File: config.mk
export PLATFORM = sky130hd
export DESIGN_NAME = fm_top
export DESIGN_NICKNAME = d
export VERILOG_FILES = /design/src/hdl/fm_pkg.sv /design/src/hdl/fm_clk_en.sv /design/src/hdl/fm_dac_out.sv /design/src/hdl/fm_regs.sv /design/src/hdl/fm_timer.sv /design/src/hdl/fm_top.sv
export SDC_FILE = /design/constraint.sdc
export NUM_CORES = 1
export LEC_CHECK = 0
export BUFFER_PORTS_ARGS = -buffer_cell sky130_fd_sc_hd__buf_2
export CAP_MARGIN = 20
export CORE_MARGIN = 4
export CORE_UTILIZATION = 30
export DETAILED_ROUTE_END_ITERATION = 16
export PLACE_DENSITY = 0.56
export SKIP_CTS_REPAIR_TIMING = 1
export SYNTH_ARGS = -nofsm -noshare
export SYNTH_HDL_FRONTEND = slang
export SYNTH_SLANG_ARGS = --single-unit
export TNS_END_PERCENT = 20
File: constraint.sdc
create_clock -name clk -period 7.3 [get_ports clk]
set_clock_uncertainty 0.05 [all_clocks]
set_input_delay 1.825 -clock clk [delete_from_list [all_inputs] [get_ports clk]]
set_output_delay 1.825 -clock clk [all_outputs]
set_load 0.02 [all_outputs]
File: src/hdl/fm_pkg.sv
// Only bank 0 timer, DAC and channel 6 pan registers are mapped and FM voice registers have no entry
package fm_pkg;

    // Timer value widths
    localparam int TIMER_A_W = 10;
    localparam int TIMER_B_W = 8;

    // Bank 0 register addresses
    localparam logic [7:0] REG_TIMER_A_HI = 8'h24;  // Value A bits 9..2
    localparam logic [7:0] REG_TIMER_A_LO = 8'h25;  // Value A bits 1..0
    localparam logic [7:0] REG_TIMER_B    = 8'h26;
    localparam logic [7:0] REG_TIMER_CTL  = 8'h27;
    localparam logic [7:0] REG_DAC_DATA   = 8'h2A;
    localparam logic [7:0] REG_DAC_EN     = 8'h2B;
    localparam logic [7:0] REG_PAN_CH6    = 8'hB6;

    // Bit positions in the timer control register
    localparam int CTL_RUN_A = 0;
    localparam int CTL_RUN_B = 1;
    localparam int CTL_IRQ_A = 2;
    localparam int CTL_IRQ_B = 3;
    localparam int CTL_CLR_A = 4;   // Pulse, not stored
    localparam int CTL_CLR_B = 5;   // Pulse, not stored

    // DAC enable and pan bits
    localparam int DAC_EN_BIT = 7;
    localparam int PAN_L_BIT  = 7;
    localparam int PAN_R_BIT  = 6;

    // Sound output format
    localparam int SAMPLE_W  = 16;
    localparam int DAC_SHIFT = 6;

    // Register block to one timer
    typedef struct packed {
        logic run;      // Counts while set
        logic irq_en;   // Overflow may set the flag
        logic clr_flag; // One clock wide
    } timer_ctl_t;

    // Register block to DAC output
    typedef struct packed {
        logic [7:0] data;   // Offset binary
        logic       en;
        logic       pan_l;
        logic       pan_r;
    } dac_cfg_t;

endpackage

File: src/hdl/fm_clk_en.sv
// Assumes CLK_DIV and SLOTS are at least 1 and that cen is a clock enable on clk
`timescale 1ns/100ps

module fm_clk_en #(
    parameter int CLK_DIV = 6,
    parameter int SLOTS   = 24
) (
    input  logic clk,
    input  logic rst_n,
    input  logic cen,
    output logic clk_en,
    output logic sample
);
    localparam int DIV_W  = $clog2(CLK_DIV + 1);
    localparam int SLOT_W = $clog2(SLOTS + 1);

    logic [DIV_W-1:0]  div_cnt;
    logic [SLOT_W-1:0] slot_cnt;
    logic              last_slot;

    assign clk_en    = cen && (div_cnt == DIV_W'(CLK_DIV - 1));
    assign last_slot = (slot_cnt == SLOT_W'(SLOTS - 1));
    assign sample    = clk_en && last_slot; // Stands in for the zero slot

    // Counts cen ticks
    always_ff @(posedge clk) begin
        if (!rst_n) begin
            div_cnt <= '0;
        end else if (cen) begin
            div_cnt <= clk_en ? '0 : div_cnt + DIV_W'(1);
        end
    end

    // Slot position within one sample
    always_ff @(posedge clk) begin
        if (!rst_n) begin
            slot_cnt <= '0;
        end else if (clk_en) begin
            slot_cnt <= last_slot ? '0 : slot_cnt + SLOT_W'(1);
        end
    end

endmodule

File: src/hdl/fm_dac_out.sv
// Outputs carry the channel 6 DAC only and update once per sample strobe
`timescale 1ns/100ps

module fm_dac_out (
    input  logic                                clk,
    input  logic                                rst_n,
    input  logic                                sample,
    input  fm_pkg::dac_cfg_t                    cfg,
    output logic signed [fm_pkg::SAMPLE_W-1:0]  snd_left,
    output logic signed [fm_pkg::SAMPLE_W-1:0]  snd_right,
    output logic                                snd_sample
);
    logic signed [7:0]                 dac_s;
    logic signed [fm_pkg::SAMPLE_W-1:0] dac_ext;
    logic signed [fm_pkg::SAMPLE_W-1:0] dac_val;

    // Offset binary to two's complement
    assign dac_s   = $signed({~cfg.data[7], cfg.data[6:0]});
    assign dac_ext = $signed({{(fm_pkg::SAMPLE_W - 8){dac_s[7]}}, dac_s});
    assign dac_val = dac_ext <<< fm_pkg::DAC_SHIFT;

    always_ff @(posedge clk) begin
        if (!rst_n) begin
            snd_left   <= '0;
            snd_right  <= '0;
            snd_sample <= 1'b0;
        end else begin
            snd_sample <= sample;  // Marks the update
            if (sample) begin
                if (cfg.en) begin
                    snd_left  <= cfg.pan_l ? dac_val : '0;
                    snd_right <= cfg.pan_r ? dac_val : '0;
                end else begin
                    // Disabled DAC is silent on both sides
                    snd_left  <= '0;
                    snd_right <= '0;
                end
            end
        end
    end

endmodule

File: src/hdl/fm_regs.sv
// Bank 1 writes (addr[1] set) are dropped and unmapped registers accept writes without effect
`timescale 1ns/100ps

module fm_regs #(
    parameter int BUSY_TICKS = 32
) (
    input  logic                          clk,
    input  logic                          rst_n,
    input  logic                          clk_en,
    input  logic [7:0]                    din,
    input  logic [1:0]                    addr,
    input  logic                          cs_n,
    input  logic                          wr_n,
    input  logic                          flag_a,
    input  logic                          flag_b,
    output logic [7:0]                    dout,
    output fm_pkg::timer_ctl_t            tmr_a_ctl,
    output fm_pkg::timer_ctl_t            tmr_b_ctl,
    output logic [fm_pkg::TIMER_A_W-1:0]  tmr_a_value,
    output logic [fm_pkg::TIMER_B_W-1:0]  tmr_b_value,
    output fm_pkg::dac_cfg_t              dac_cfg
);
    localparam int BUSY_W = $clog2(BUSY_TICKS + 1);

    logic              write;
    logic              addr_wr;
    logic              data_wr;
    logic [7:0]        reg_addr;
    logic [BUSY_W-1:0] busy_cnt;
    logic              busy;

    assign write   = !cs_n && !wr_n;
    assign addr_wr = write && !addr[1] && !addr[0];
    assign data_wr = write && !addr[1] && addr[0];

    // Address latch
    always_ff @(posedge clk) begin
        if (!rst_n) begin
            reg_addr <= '0;
        end else if (addr_wr) begin
            reg_addr <= din;
        end
    end

    // Busy runs on the internal enable
    always_ff @(posedge clk) begin
        if (!rst_n) begin
            busy_cnt <= '0;
        end else if (data_wr) begin
            busy_cnt <= BUSY_W'(BUSY_TICKS);  // A write during busy restarts it
        end else if (clk_en && busy_cnt != '0) begin
            busy_cnt <= busy_cnt - BUSY_W'(1);
        end
    end

    assign busy = (busy_cnt != '0);

    // Status byte, same for every address
    assign dout = {busy, 5'd0, flag_b, flag_a};

    always_ff @(posedge clk) begin
        if (!rst_n) begin
            tmr_a_ctl   <= '0;
            tmr_b_ctl   <= '0;
            tmr_a_value <= '0;
            tmr_b_value <= '0;
            dac_cfg     <= '{data: 8'd0, en: 1'b0, pan_l: 1'b1, pan_r: 1'b1};
        end else begin
            // Flag clears last one clock
            tmr_a_ctl.clr_flag <= 1'b0;
            tmr_b_ctl.clr_flag <= 1'b0;
            if (data_wr) begin
                case (reg_addr)
                    fm_pkg::REG_TIMER_A_HI: begin
                        tmr_a_value[fm_pkg::TIMER_A_W-1:2] <= din;
                    end
                    fm_pkg::REG_TIMER_A_LO: begin
                        tmr_a_value[1:0] <= din[1:0];
                    end
                    fm_pkg::REG_TIMER_B: begin
                        tmr_b_value <= din;
                    end
                    fm_pkg::REG_TIMER_CTL: begin
                        tmr_a_ctl.run      <= din[fm_pkg::CTL_RUN_A];
                        tmr_b_ctl.run      <= din[fm_pkg::CTL_RUN_B];
                        tmr_a_ctl.irq_en   <= din[fm_pkg::CTL_IRQ_A];
                        tmr_b_ctl.irq_en   <= din[fm_pkg::CTL_IRQ_B];
                        tmr_a_ctl.clr_flag <= din[fm_pkg::CTL_CLR_A];
                        tmr_b_ctl.clr_flag <= din[fm_pkg::CTL_CLR_B];
                    end
                    fm_pkg::REG_DAC_DATA: begin
                        dac_cfg.data <= din;
                    end
                    fm_pkg::REG_DAC_EN: begin
                        dac_cfg.en <= din[fm_pkg::DAC_EN_BIT];
                    end
                    fm_pkg::REG_PAN_CH6: begin
                        dac_cfg.pan_l <= din[fm_pkg::PAN_L_BIT];
                        dac_cfg.pan_r <= din[fm_pkg::PAN_R_BIT];
                    end
                    default: begin
                        // FM voice registers land here
                    end
                endcase
            end
        end
    end

endmodule

File: src/hdl/fm_timer.sv
// Ticks only on sample strobes divided by PRESCALE, and cnt_t must be a packed unsigned vector
`timescale 1ns/100ps

module fm_timer #(
    parameter type cnt_t    = logic [7:0],
    parameter int  PRESCALE = 1
) (
    input  logic               clk,
    input  logic               rst_n,
    input  logic               sample,
    input  fm_pkg::timer_ctl_t ctl,
    input  cnt_t               value,
    output logic               flag
);
    localparam int PRE_W = $clog2(PRESCALE + 1);

    logic [PRE_W-1:0] pre_cnt;
    logic             run_d;
    logic             tick;
    logic             load;
    logic             ovf;
    cnt_t             cnt;

    assign tick = sample && (pre_cnt == PRE_W'(PRESCALE - 1));
    assign load = ctl.run && !run_d;               // Rising edge of run
    assign ovf  = ctl.run && !load && tick && (&cnt);

    // Prescaler restarts whenever the timer stops
    always_ff @(posedge clk) begin
        if (!rst_n) begin
            pre_cnt <= '0;
        end else if (!ctl.run) begin
            pre_cnt <= '0;
        end else if (sample) begin
            pre_cnt <= tick ? '0 : pre_cnt + PRE_W'(1);
        end
    end

    always_ff @(posedge clk) begin
        if (!rst_n) begin
            run_d <= 1'b0;
            cnt   <= '0;
        end else begin
            run_d <= ctl.run;
            if (load || ovf) begin
                cnt <= value;
            end else if (ctl.run && tick) begin
                cnt <= cnt + cnt_t'(1);
            end
        end
    end

    // Clear beats a simultaneous overflow
    always_ff @(posedge clk) begin
        if (!rst_n) begin
            flag <= 1'b0;
        end else if (ctl.clr_flag) begin
            flag <= 1'b0;
        end else if (ovf && ctl.irq_en) begin
            flag <= 1'b1;
        end
    end

endmodule

File: src/hdl/fm_top.sv
// Timers and DAC only with no FM synthesis, and the sound outputs hold just the DAC sample
`timescale 1ns/100ps

module fm_top #(
    parameter int CLK_DIV    = 6,
    parameter int SLOTS      = 24,
    parameter int BUSY_TICKS = 32
) (
    input  logic                               clk,
    input  logic                               rst_n,
    input  logic                               cen,     // Tie high if not needed
    input  logic [7:0]                         din,
    input  logic [1:0]                         addr,
    input  logic                               cs_n,
    input  logic                               wr_n,
    output logic [7:0]                         dout,
    output logic                               irq_n,
    output logic signed [fm_pkg::SAMPLE_W-1:0] snd_left,
    output logic signed [fm_pkg::SAMPLE_W-1:0] snd_right,
    output logic                               snd_sample
);
    localparam int TMR_A_PRESCALE = 1;
    localparam int TMR_B_PRESCALE = 16;  // Timer B runs 16 times slower

    logic                         clk_en;
    logic                         sample;
    logic                         flag_a;
    logic                         flag_b;
    fm_pkg::timer_ctl_t           tmr_a_ctl;
    fm_pkg::timer_ctl_t           tmr_b_ctl;
    logic [fm_pkg::TIMER_A_W-1:0] tmr_a_value;
    logic [fm_pkg::TIMER_B_W-1:0] tmr_b_value;
    fm_pkg::dac_cfg_t             dac_cfg;

    fm_clk_en #(.CLK_DIV(CLK_DIV), .SLOTS(SLOTS)) u_clk_en (
        .clk    ( clk    ),
        .rst_n  ( rst_n  ),
        .cen    ( cen    ),
        .clk_en ( clk_en ),
        .sample ( sample )
    );

    fm_regs #(.BUSY_TICKS(BUSY_TICKS)) u_regs (
        .clk         ( clk         ),
        .rst_n       ( rst_n       ),
        .clk_en      ( clk_en      ),
        .din         ( din         ),
        .addr        ( addr        ),
        .cs_n        ( cs_n        ),
        .wr_n        ( wr_n        ),
        .flag_a      ( flag_a      ),
        .flag_b      ( flag_b      ),
        .dout        ( dout        ),
        .tmr_a_ctl   ( tmr_a_ctl   ),
        .tmr_b_ctl   ( tmr_b_ctl   ),
        .tmr_a_value ( tmr_a_value ),
        .tmr_b_value ( tmr_b_value ),
        .dac_cfg     ( dac_cfg     )
    );

    fm_timer #(
        .cnt_t    ( logic [fm_pkg::TIMER_A_W-1:0] ),
        .PRESCALE ( TMR_A_PRESCALE )
    ) u_timer_a (
        .clk    ( clk         ),
        .rst_n  ( rst_n       ),
        .sample ( sample      ),
        .ctl    ( tmr_a_ctl   ),
        .value  ( tmr_a_value ),
        .flag   ( flag_a      )
    );

    fm_timer #(
        .cnt_t    ( logic [fm_pkg::TIMER_B_W-1:0] ),
        .PRESCALE ( TMR_B_PRESCALE )
    ) u_timer_b (
        .clk    ( clk         ),
        .rst_n  ( rst_n       ),
        .sample ( sample      ),
        .ctl    ( tmr_b_ctl   ),
        .value  ( tmr_b_value ),
        .flag   ( flag_b      )
    );

    fm_dac_out u_dac (
        .clk        ( clk        ),
        .rst_n      ( rst_n      ),
        .sample     ( sample     ),
        .cfg        ( dac_cfg    ),
        .snd_left   ( snd_left   ),
        .snd_right  ( snd_right  ),
        .snd_sample ( snd_sample )
    );

    assign irq_n = !(flag_a || flag_b);  // Low while either flag is set

endmodule

==> results of run 1 <==
[cell type report]
class / instances / area [sq um]
clock buffers: 12 / 256
clock inverters: 4 / 52.6
fillers: 1510 / 9560
inverters: 13 / 48.8
multi-input cells: 354 / 2220
flip-flops and latches: 102 / 2040
well taps: 184 / 230
repair buffers: 43 / 225
[cell usage after synthesis, types with 3 or more instances]
| master | instances |
|---|---|
| and4_1 | 3 |
| nand2b_1 | 3 |
| a31oi_1 | 7 |
| or3_1 | 3 |
| mux2i_1 | 29 |
| buf_2 | 4 |
| a21oi_1 | 19 |
| clkbuf_1 | 14 |
| dfxtp_1 | 102 |
| ha_1 | 9 |
| buf_4 | 25 |
| xnor2_1 | 6 |
| nor2_1 | 37 |
| and3_1 | 11 |
| xor2_1 | 14 |
| nand4_1 | 6 |
| a211oi_1 | 7 |
| nor4_1 | 3 |
| nand2_1 | 54 |
| inv_1 | 12 |
| nor3_1 | 9 |
| and2_1 | 3 |
| a22o_1 | 14 |
| nand3_1 | 27 |
| o21ai_0 | 25 |
| nand3b_1 | 4 |
| nor2b_1 | 17 |
[cell families after synthesis]
kind of cell | count (synthesis) | share of synthesized area
other cells | 1 | 0.000830
buf+inv | 58 | 0.0703
mux | 29 | 0.0642
xor+xnor | 20 | 0.0388
flops | 102 | 0.452
fa+ha+maj | 9 | 0.0249
compound gates | 87 | 0.124
simple gates | 192 | 0.225
[report_power, final]
group | internal (mW) | switching, mW
registers | 0.559 | 0.00297
clock network | 0.287 | 0.207
logic | 0.0112 | 0.0305
total | 0.857 | 0.240
[through the flow]
step                worst slack (ns)  hold slack, ns
global route                    2.87           0.356
finish                          3.16           0.337
detailed placement              2.77           0.331
floorplan                       4.00           0.323
CTS                             3.13           0.341
global placement                2.88           0.341
[registers in the layout (all words and copies together), names as in the netlist, 3 cells and up]
| register | count |
|---|---|
| u_clk_en.slot_cnt | 5 |
| u_dac.snd_left | 8 |
| u_regs.tmr_a_value | 10 |
| u_dac.snd_right | 8 |
| u_regs.tmr_b_value | 8 |
| u_timer_b.cnt | 8 |
| u_clk_en.div_cnt | 3 |
| u_regs.tmr_a_ctl | 3 |
| u_regs.tmr_b_ctl | 3 |
| u_timer_a.cnt | 10 |
| u_timer_b.pre_cnt | 5 |
| u_regs.busy_cnt | 6 |
| u_regs.dac_cfg | 11 |
| u_regs.reg_addr | 8 |
[worst max-delay path by stage]
stage          slack [ns]                         endpoint  depth (start not counted)  startpoint
2_1_floorplan        4.00  u_regs.dac_cfg[10]$_SDFFE_PN0P_                          6        wr_n
3_3_place_gp         2.88  u_dac.snd_left[12]$_SDFFE_PN0P_                          5       rst_n
3_5_place_dp         2.77   u_dac.snd_left[7]$_SDFFE_PN0P_                          5       rst_n
4_1_cts              3.13   u_dac.snd_left[7]$_SDFFE_PN0P_                          5       rst_n
5_1_grt              2.87   u_dac.snd_left[7]$_SDFFE_PN0P_                          5       rst_n
6_report             3.16   u_dac.snd_left[7]$_SDFFE_PN0P_                          5       rst_n
[routing by layer]
layer	global-route usage	wire (um)	up-vias
li1	-	-	1757
met1	0.152	4640	1587
met2	0.193	4510	45
met3	0.0183	281	13
met4	0.0484	173	0
met5	0	0	-
==> impl_metrics.csv, run 1 <==
group,metric,value,unit
floorplan,core,0.0146,sq mm
power_and_ir_drop,cellLeakagePower,1.98,nW
yosys,avgSynthCellArea,9.07,sq um
min_path,min_path_type,"reg2reg",
min_path,min_from,"u_regs.tmr_a_ctl[0]$_SDFF_PN0_",
grt,grt_pass1_wl,15.8,mm
route,ant_nets,0,
yosys,syn_inst,498,
final_layout,layout_common_cells,"102 x dfxtp_1, 54 x nand2_1, 39 x buf_2",
yosys,synth-main-ff-cell,"dfxtp_1",
critical_path,crit_required,7.54,ns
floorplan,die_h,131,um
final_layout,num_antenna_cells,0,
power_and_ir_drop,ir_drop,0.0888,mV
power_and_ir_drop,power,1.10,mW
route,vias,3402,
grt,antenna_found_initial,0,
grt,grt_overflow_total,0,
yosys,syn-cell-area,0.00452,sq mm
floorplan,die_x,131,um
timing,max_slew_margin,0.307,
critical_path,critPathBufInv,3,
grt,grt_pass1_vias,3180,
timing,final.period_utilization,0.567,
clocking,cts_root_buf,"clkbuf_16",
power_and_ir_drop,powerDensity,216,mW/mm^2
critical_path,worstReg2RegStart,"u_timer_b.pre_cnt[0]$_SDFFE_PN0P_",
yosys,synth-seq-cells,102,
floorplan,start_util,0.309,
grt,grt_max_degree,78,
timing,fin_crit,4.14,ns
final_layout,drive_above_1_share,0.123,
clocking,cts_tree,"done",
critical_path,endpoint_kind,"flop",
yosys,synthArstFlopShare,0,
timing,drv_slew,0,
clocking,cts_buffer_depth,2,
timing,hold_viol_final,0,
final_layout,nets,547,
final_layout,final_area,0.00508,sq mm
clocking,worstSkewPairLatency,0.35,ns
critical_path,reg2regPathDepth,8,
yosys,synth-warning-count,0,
yosys,synth_cell_types,50,
min_path,min_to,"u_timer_a.flag$_SDFFE_PP0P_",
placed_design,place_area,0.00476,sq mm
route,routed_wl,9.60,mm
yosys,synth_edf_count,0,
route,vias_per_cell,4.78,
timing,fmax,0.242,GHz
route,drc,0,
final_layout,final_common_cell,"dfxtp_1",
yosys,netlist.area_leader.share,0.452,
critical_path,cp_top_family,"buffers and inverters",
route,dr.first_iter.drc_count,163,
final_layout,areaGrowthSynthToFinish,12.4,%
final_layout,final_core_util,0.347,
placed_design,place_congestion,0.805,
timing,tightest_slew,1.04,ns
floorplan,die-area,0.0171,sq mm
placed_design,dp_hpwl,6.86,mm
placed_design,numPlacedInstances,695,
yosys,synth_top_cells_by_area,"dfxtp_1 45%, mux2i_1 6.4%, nand2_1 4.5%",
critical_path,cp.arrival,4.37,ns
critical_path,critPathMaxStageDelay,0.98,ns
floorplan,io_pins,57,
critical_path,cp_max_fo,77,
yosys,synth.largest_area_cell,"dfxtp_1",
route,first_pass_iters,4,
yosys,synth-seq-area-share,0.452,
placed_design,portBuffers,39,
route,wire_per_inst,13.5,um
clocking,clkSinkCount,102,
grt,track_usage,0.117,
clocking,ctsHtreeMaxLevel,3,
final_layout,finalNonFillerCells,712,
min_path,min_path_cells,1,
floorplan,rows,44,
timing,rsz0062_at_grt,"false",
timing,tns,0,ns
clocking,cts_buffers,9,
critical_path,timing.rr.end,"u_timer_b.cnt[5]$_SDFFE_PN0P_",
status,status,"finished, final reports clean",
critical_path,startpoint_type,"input port",
critical_path,critPathSlowestCell,"nor2_1",
timing,finalSetupViolCount,0,
critical_path,rrSetupSlack,4.49,ns
critical_path,path_cells,"buf_2 > buf_4 > clkinv_1 > nor2_1 > a22o_1",
critical_path,path_class,"in2reg",
clocking,clkTransAtPathRegs,0.07,ns
job,cap_viol_max_count,0,
Power figures use the tool's default switching activity.
==> inputs of run 2 (changes only) <==
--- a/config.mk
+++ b/config.mk
@@ -5,12 +5,13 @@
 export SDC_FILE = /design/constraint.sdc
 export NUM_CORES = 1
 export LEC_CHECK = 0
+export ABC_AREA = 1
 export BUFFER_PORTS_ARGS = -buffer_cell sky130_fd_sc_hd__buf_2
 export CAP_MARGIN = 20
 export CORE_MARGIN = 4
 export CORE_UTILIZATION = 30
 export DETAILED_ROUTE_END_ITERATION = 16
-export PLACE_DENSITY = 0.56
+export PLACE_DENSITY = 0.57
 export SKIP_CTS_REPAIR_TIMING = 1
 export SYNTH_ARGS = -nofsm -noshare
 export SYNTH_HDL_FRONTEND = slang
==> constraint.sdc (replaced) <==
create_clock -name clk -period 3.6 [get_ports clk]
set_clock_uncertainty 0.05 [all_clocks]
set_input_delay 0.9 -clock clk [delete_from_list [all_inputs] [get_ports clk]]
set_output_delay 0.9 -clock clk [all_outputs]
set_load 0.02 [all_outputs]
==> impl_metrics.csv, run 2 <==
group,metric,value,unit
final_layout,areaGrowthSynthToFinish,11.6,%
yosys,synthArstFlopShare,0,
status,status,"finished, final reports clean",
critical_path,worstReg2RegStart,"u_timer_b.pre_cnt[0]$_SDFFE_PN0P_",
timing,drv_slew,0,
floorplan,die_x,136,um
yosys,synthSimpleGateAreaFrac,0.282,
critical_path,critPathSlowestCell,"dfxtp_1",
route,drc,0,
min_path,min_to,"u_timer_a.flag$_SDFFE_PP0P_",
final_layout,largestRegisters,"u_regs.dac_cfg x11, u_regs.tmr_a_value x10, u_timer_a.cnt x10",
yosys,synth-main-ff-cell,"dfxtp_1",
critical_path,path_cells,"inv_1 > ha_1 > nand3_1 > buf_2",
timing,finalSetupViolCount,0,
final_layout,layout_common_cells,"102 x dfxtp_1, 96 x nand2_1, 90 x inv_1",
yosys,synth_top_cells_by_area,"dfxtp_1 42%, nand3_1 7.6%, nand2_1 7.3%",
final_layout,drive_above_1_share,0.115,
yosys,synth-warning-count,0,
min_path,min_path_type,"reg2reg",
floorplan,rows,46,
floorplan,io_pins,57,
power_and_ir_drop,ir_drop,0.213,mV
route,routed_wl,10.7,mm
power_and_ir_drop,power,2.24,mW
critical_path,endpoint_kind,"output port",
clocking,cts_buffer_depth,2,
route,ant_nets,0,
route,vias_per_cell,4.46,
final_layout,nets,714,
clocking,cts_tree,"done",
grt,grt_max_degree,36,
critical_path,critPathMaxStageDelay,0.32,ns
final_layout,top_register,"u_regs.dac_cfg",
final_layout,num_antenna_cells,0,
grt,track_usage,0.120,
route,first_pass_iters,4,
timing,hold_viol_final,0,
clocking,clkTransAtPathRegs,0.07,ns
timing,fmax,0.444,GHz
critical_path,startpoint_type,"flop",
timing,rsz0062_at_grt,"false",
timing,final.period_utilization,0.626,
critical_path,startpoint,"u_regs.busy_cnt[0]$_SDFFE_PP0P_",
timing,hold_ws,0.348,ns
clocking,clkSinkCount,102,
yosys,syn_inst,669,
timing,fin_crit,2.25,ns
floorplan,start_util,0.307,
critical_path,cp_max_fo,4,
yosys,netlist.area_leader.share,0.415,
route,vias,4062,
placed_design,portBuffers,39,
yosys,synth_top_family_by_area,"simple AND/OR/NAND/NOR gates",
final_layout,final_core_util,0.343,
critical_path,critPathBufInv,2,
floorplan,die-area,0.0185,sq mm
clocking,worstSkewPairLatency,0.35,ns
timing,max_slew_margin,0.616,
placed_design,place_congestion,0.815,
yosys,syn-cell-area,0.00492,sq mm
timing,tightest_slew,0.573,ns
yosys,avgSynthCellArea,7.35,sq um
critical_path,cp_top_family,"flip-flops",
yosys,synth_cell_types,40,
job,cap_viol_max_count,0,
yosys,synth.largest_area_cell,"dfxtp_1",
floorplan,die_h,136,um
min_path,min_from,"u_regs.tmr_a_ctl[0]$_SDFF_PN0_",
yosys,synth-seq-area-share,0.415,
critical_path,path_class,"reg2out",
route,dr.first_iter.drc_count,193,
critical_path,timing.rr.end,"u_timer_b.cnt[5]$_SDFFE_PN0P_",
critical_path,rrSetupSlack,1.53,ns
min_path,min_path_cells,1,
yosys,post-synth-top-count-cell,"dfxtp_1",
final_layout,n_fill_cell,1744,
power_and_ir_drop,cellLeakagePower,2.32,nW
grt,grt_pass1_vias,3769,
grt,grt_overflow_total,0,
yosys,synthAdderAreaFrac,0.0229,
yosys,synth_mux_area_frac,0,
final_layout,finalNonFillerCells,911,
grt,antenna_found_initial,0,
clocking,ctsHtreeMaxLevel,3,
critical_path,cp.arrival,1.30,ns
yosys,synth-seq-cells,102,
placed_design,dp_hpwl,7.66,mm
grt,grt_pass1_wl,18.0,mm
clocking,cts_buffers,9,
placed_design,numPlacedInstances,895,
yosys,synth_xor_area_frac,0.0160,
final_layout,final_common_cell,"dfxtp_1",
critical_path,reg2regPathDepth,10,
timing,tns,0,ns
yosys,synth_compound_area_frac,0.133,
route,wire_per_inst,11.7,um
yosys,synth_edf_count,0,
clocking,cts_root_buf,"clkbuf_16",
power_and_ir_drop,powerDensity,409,mW/mm^2
critical_path,crit_required,2.65,ns
final_layout,largest_register_ffs,11,
floorplan,core,0.0160,sq mm
yosys,synthTopCellsByCount,"102 x dfxtp_1, 96 x nand2_1, 90 x inv_1",
==> run 2: changes by cell type after synthesis, sizes merged, moves of 10 or more <==
cell   previous run  this run
inv              12        92
mux2i            29         0
nor2b            17         0
a21oi            19        51
and3             11         1
o21ai            25        64
a22o             14         0
nand4             6        16
nand3            27        77
nand2            54       101
nor2             37        68
==> run 2: logic make-up (layout without fill, tap and decap cells) <==
logic type,after synthesis,count (layout)
xor+xnor,9,9
fa+ha+maj,9,9
other cells,1,17
flops,102,102
simple gates,282,282
compound gates,125,125
buf+inv,141,151
==> run 2: where the power goes <==
| part | leakage, nW | switching [mW] | internal, mW |
|---|---|---|---|
| combinational | 1.35 | 0.0604 | 0.0179 |
| sequential | 0.822 | 0.00410 | 1.13 |
| clock | 0.146 | 0.418 | 0.611 |
| total | 2.32 | 0.483 | 1.76 |
==> run 2: worst max path at each step <==
| stage | end | depth (start not counted) |
|---|---|---|
| after floorplan | u_regs.tmr_a_value[8]$_SDFFE_PN0P_ | 8 |
| after global placement | u_dac.snd_left[7]$_SDFFE_PN0P_ | 5 |
| after detailed placement | u_dac.snd_left[7]$_SDFFE_PN0P_ | 5 |
| after CTS | dout[7] | 4 |
| after global routing | u_timer_b.cnt[0]$_SDFFE_PN0P_ | 9 |
| final | dout[7] | 4 |
==> run 2: per-stage QoR <==
stage	cell area, sq um	setup WS [ns]
2_1_floorplan	4980	1.54
3_3_place_gp	5170	1.25
3_5_place_dp	5170	1.24
4_1_cts	5490	1.32
5_1_grt	5490	1.25
6_report	5490	1.35
==> run 2: cell type report <==
class                   count  area [sq um]  area share
clock buffers              11           233      0.0424
clock inverters             5          83.8      0.0153
inverters                  93           349      0.0636
multi-input cells         442          2300       0.418
flip-flops and latches    102          2040       0.372
well taps                 216           270      0.0492
repair buffers             42           218      0.0396
==> run 2: layer usage <==
metal	vias up	part of all wire	GRT usage
li1	2187	-	-
met1	1794	0.51	0.168
met2	69	0.44	0.185
met3	12	0.034	0.0170
met4	0	0.016	0.0487
met5	-	0	0
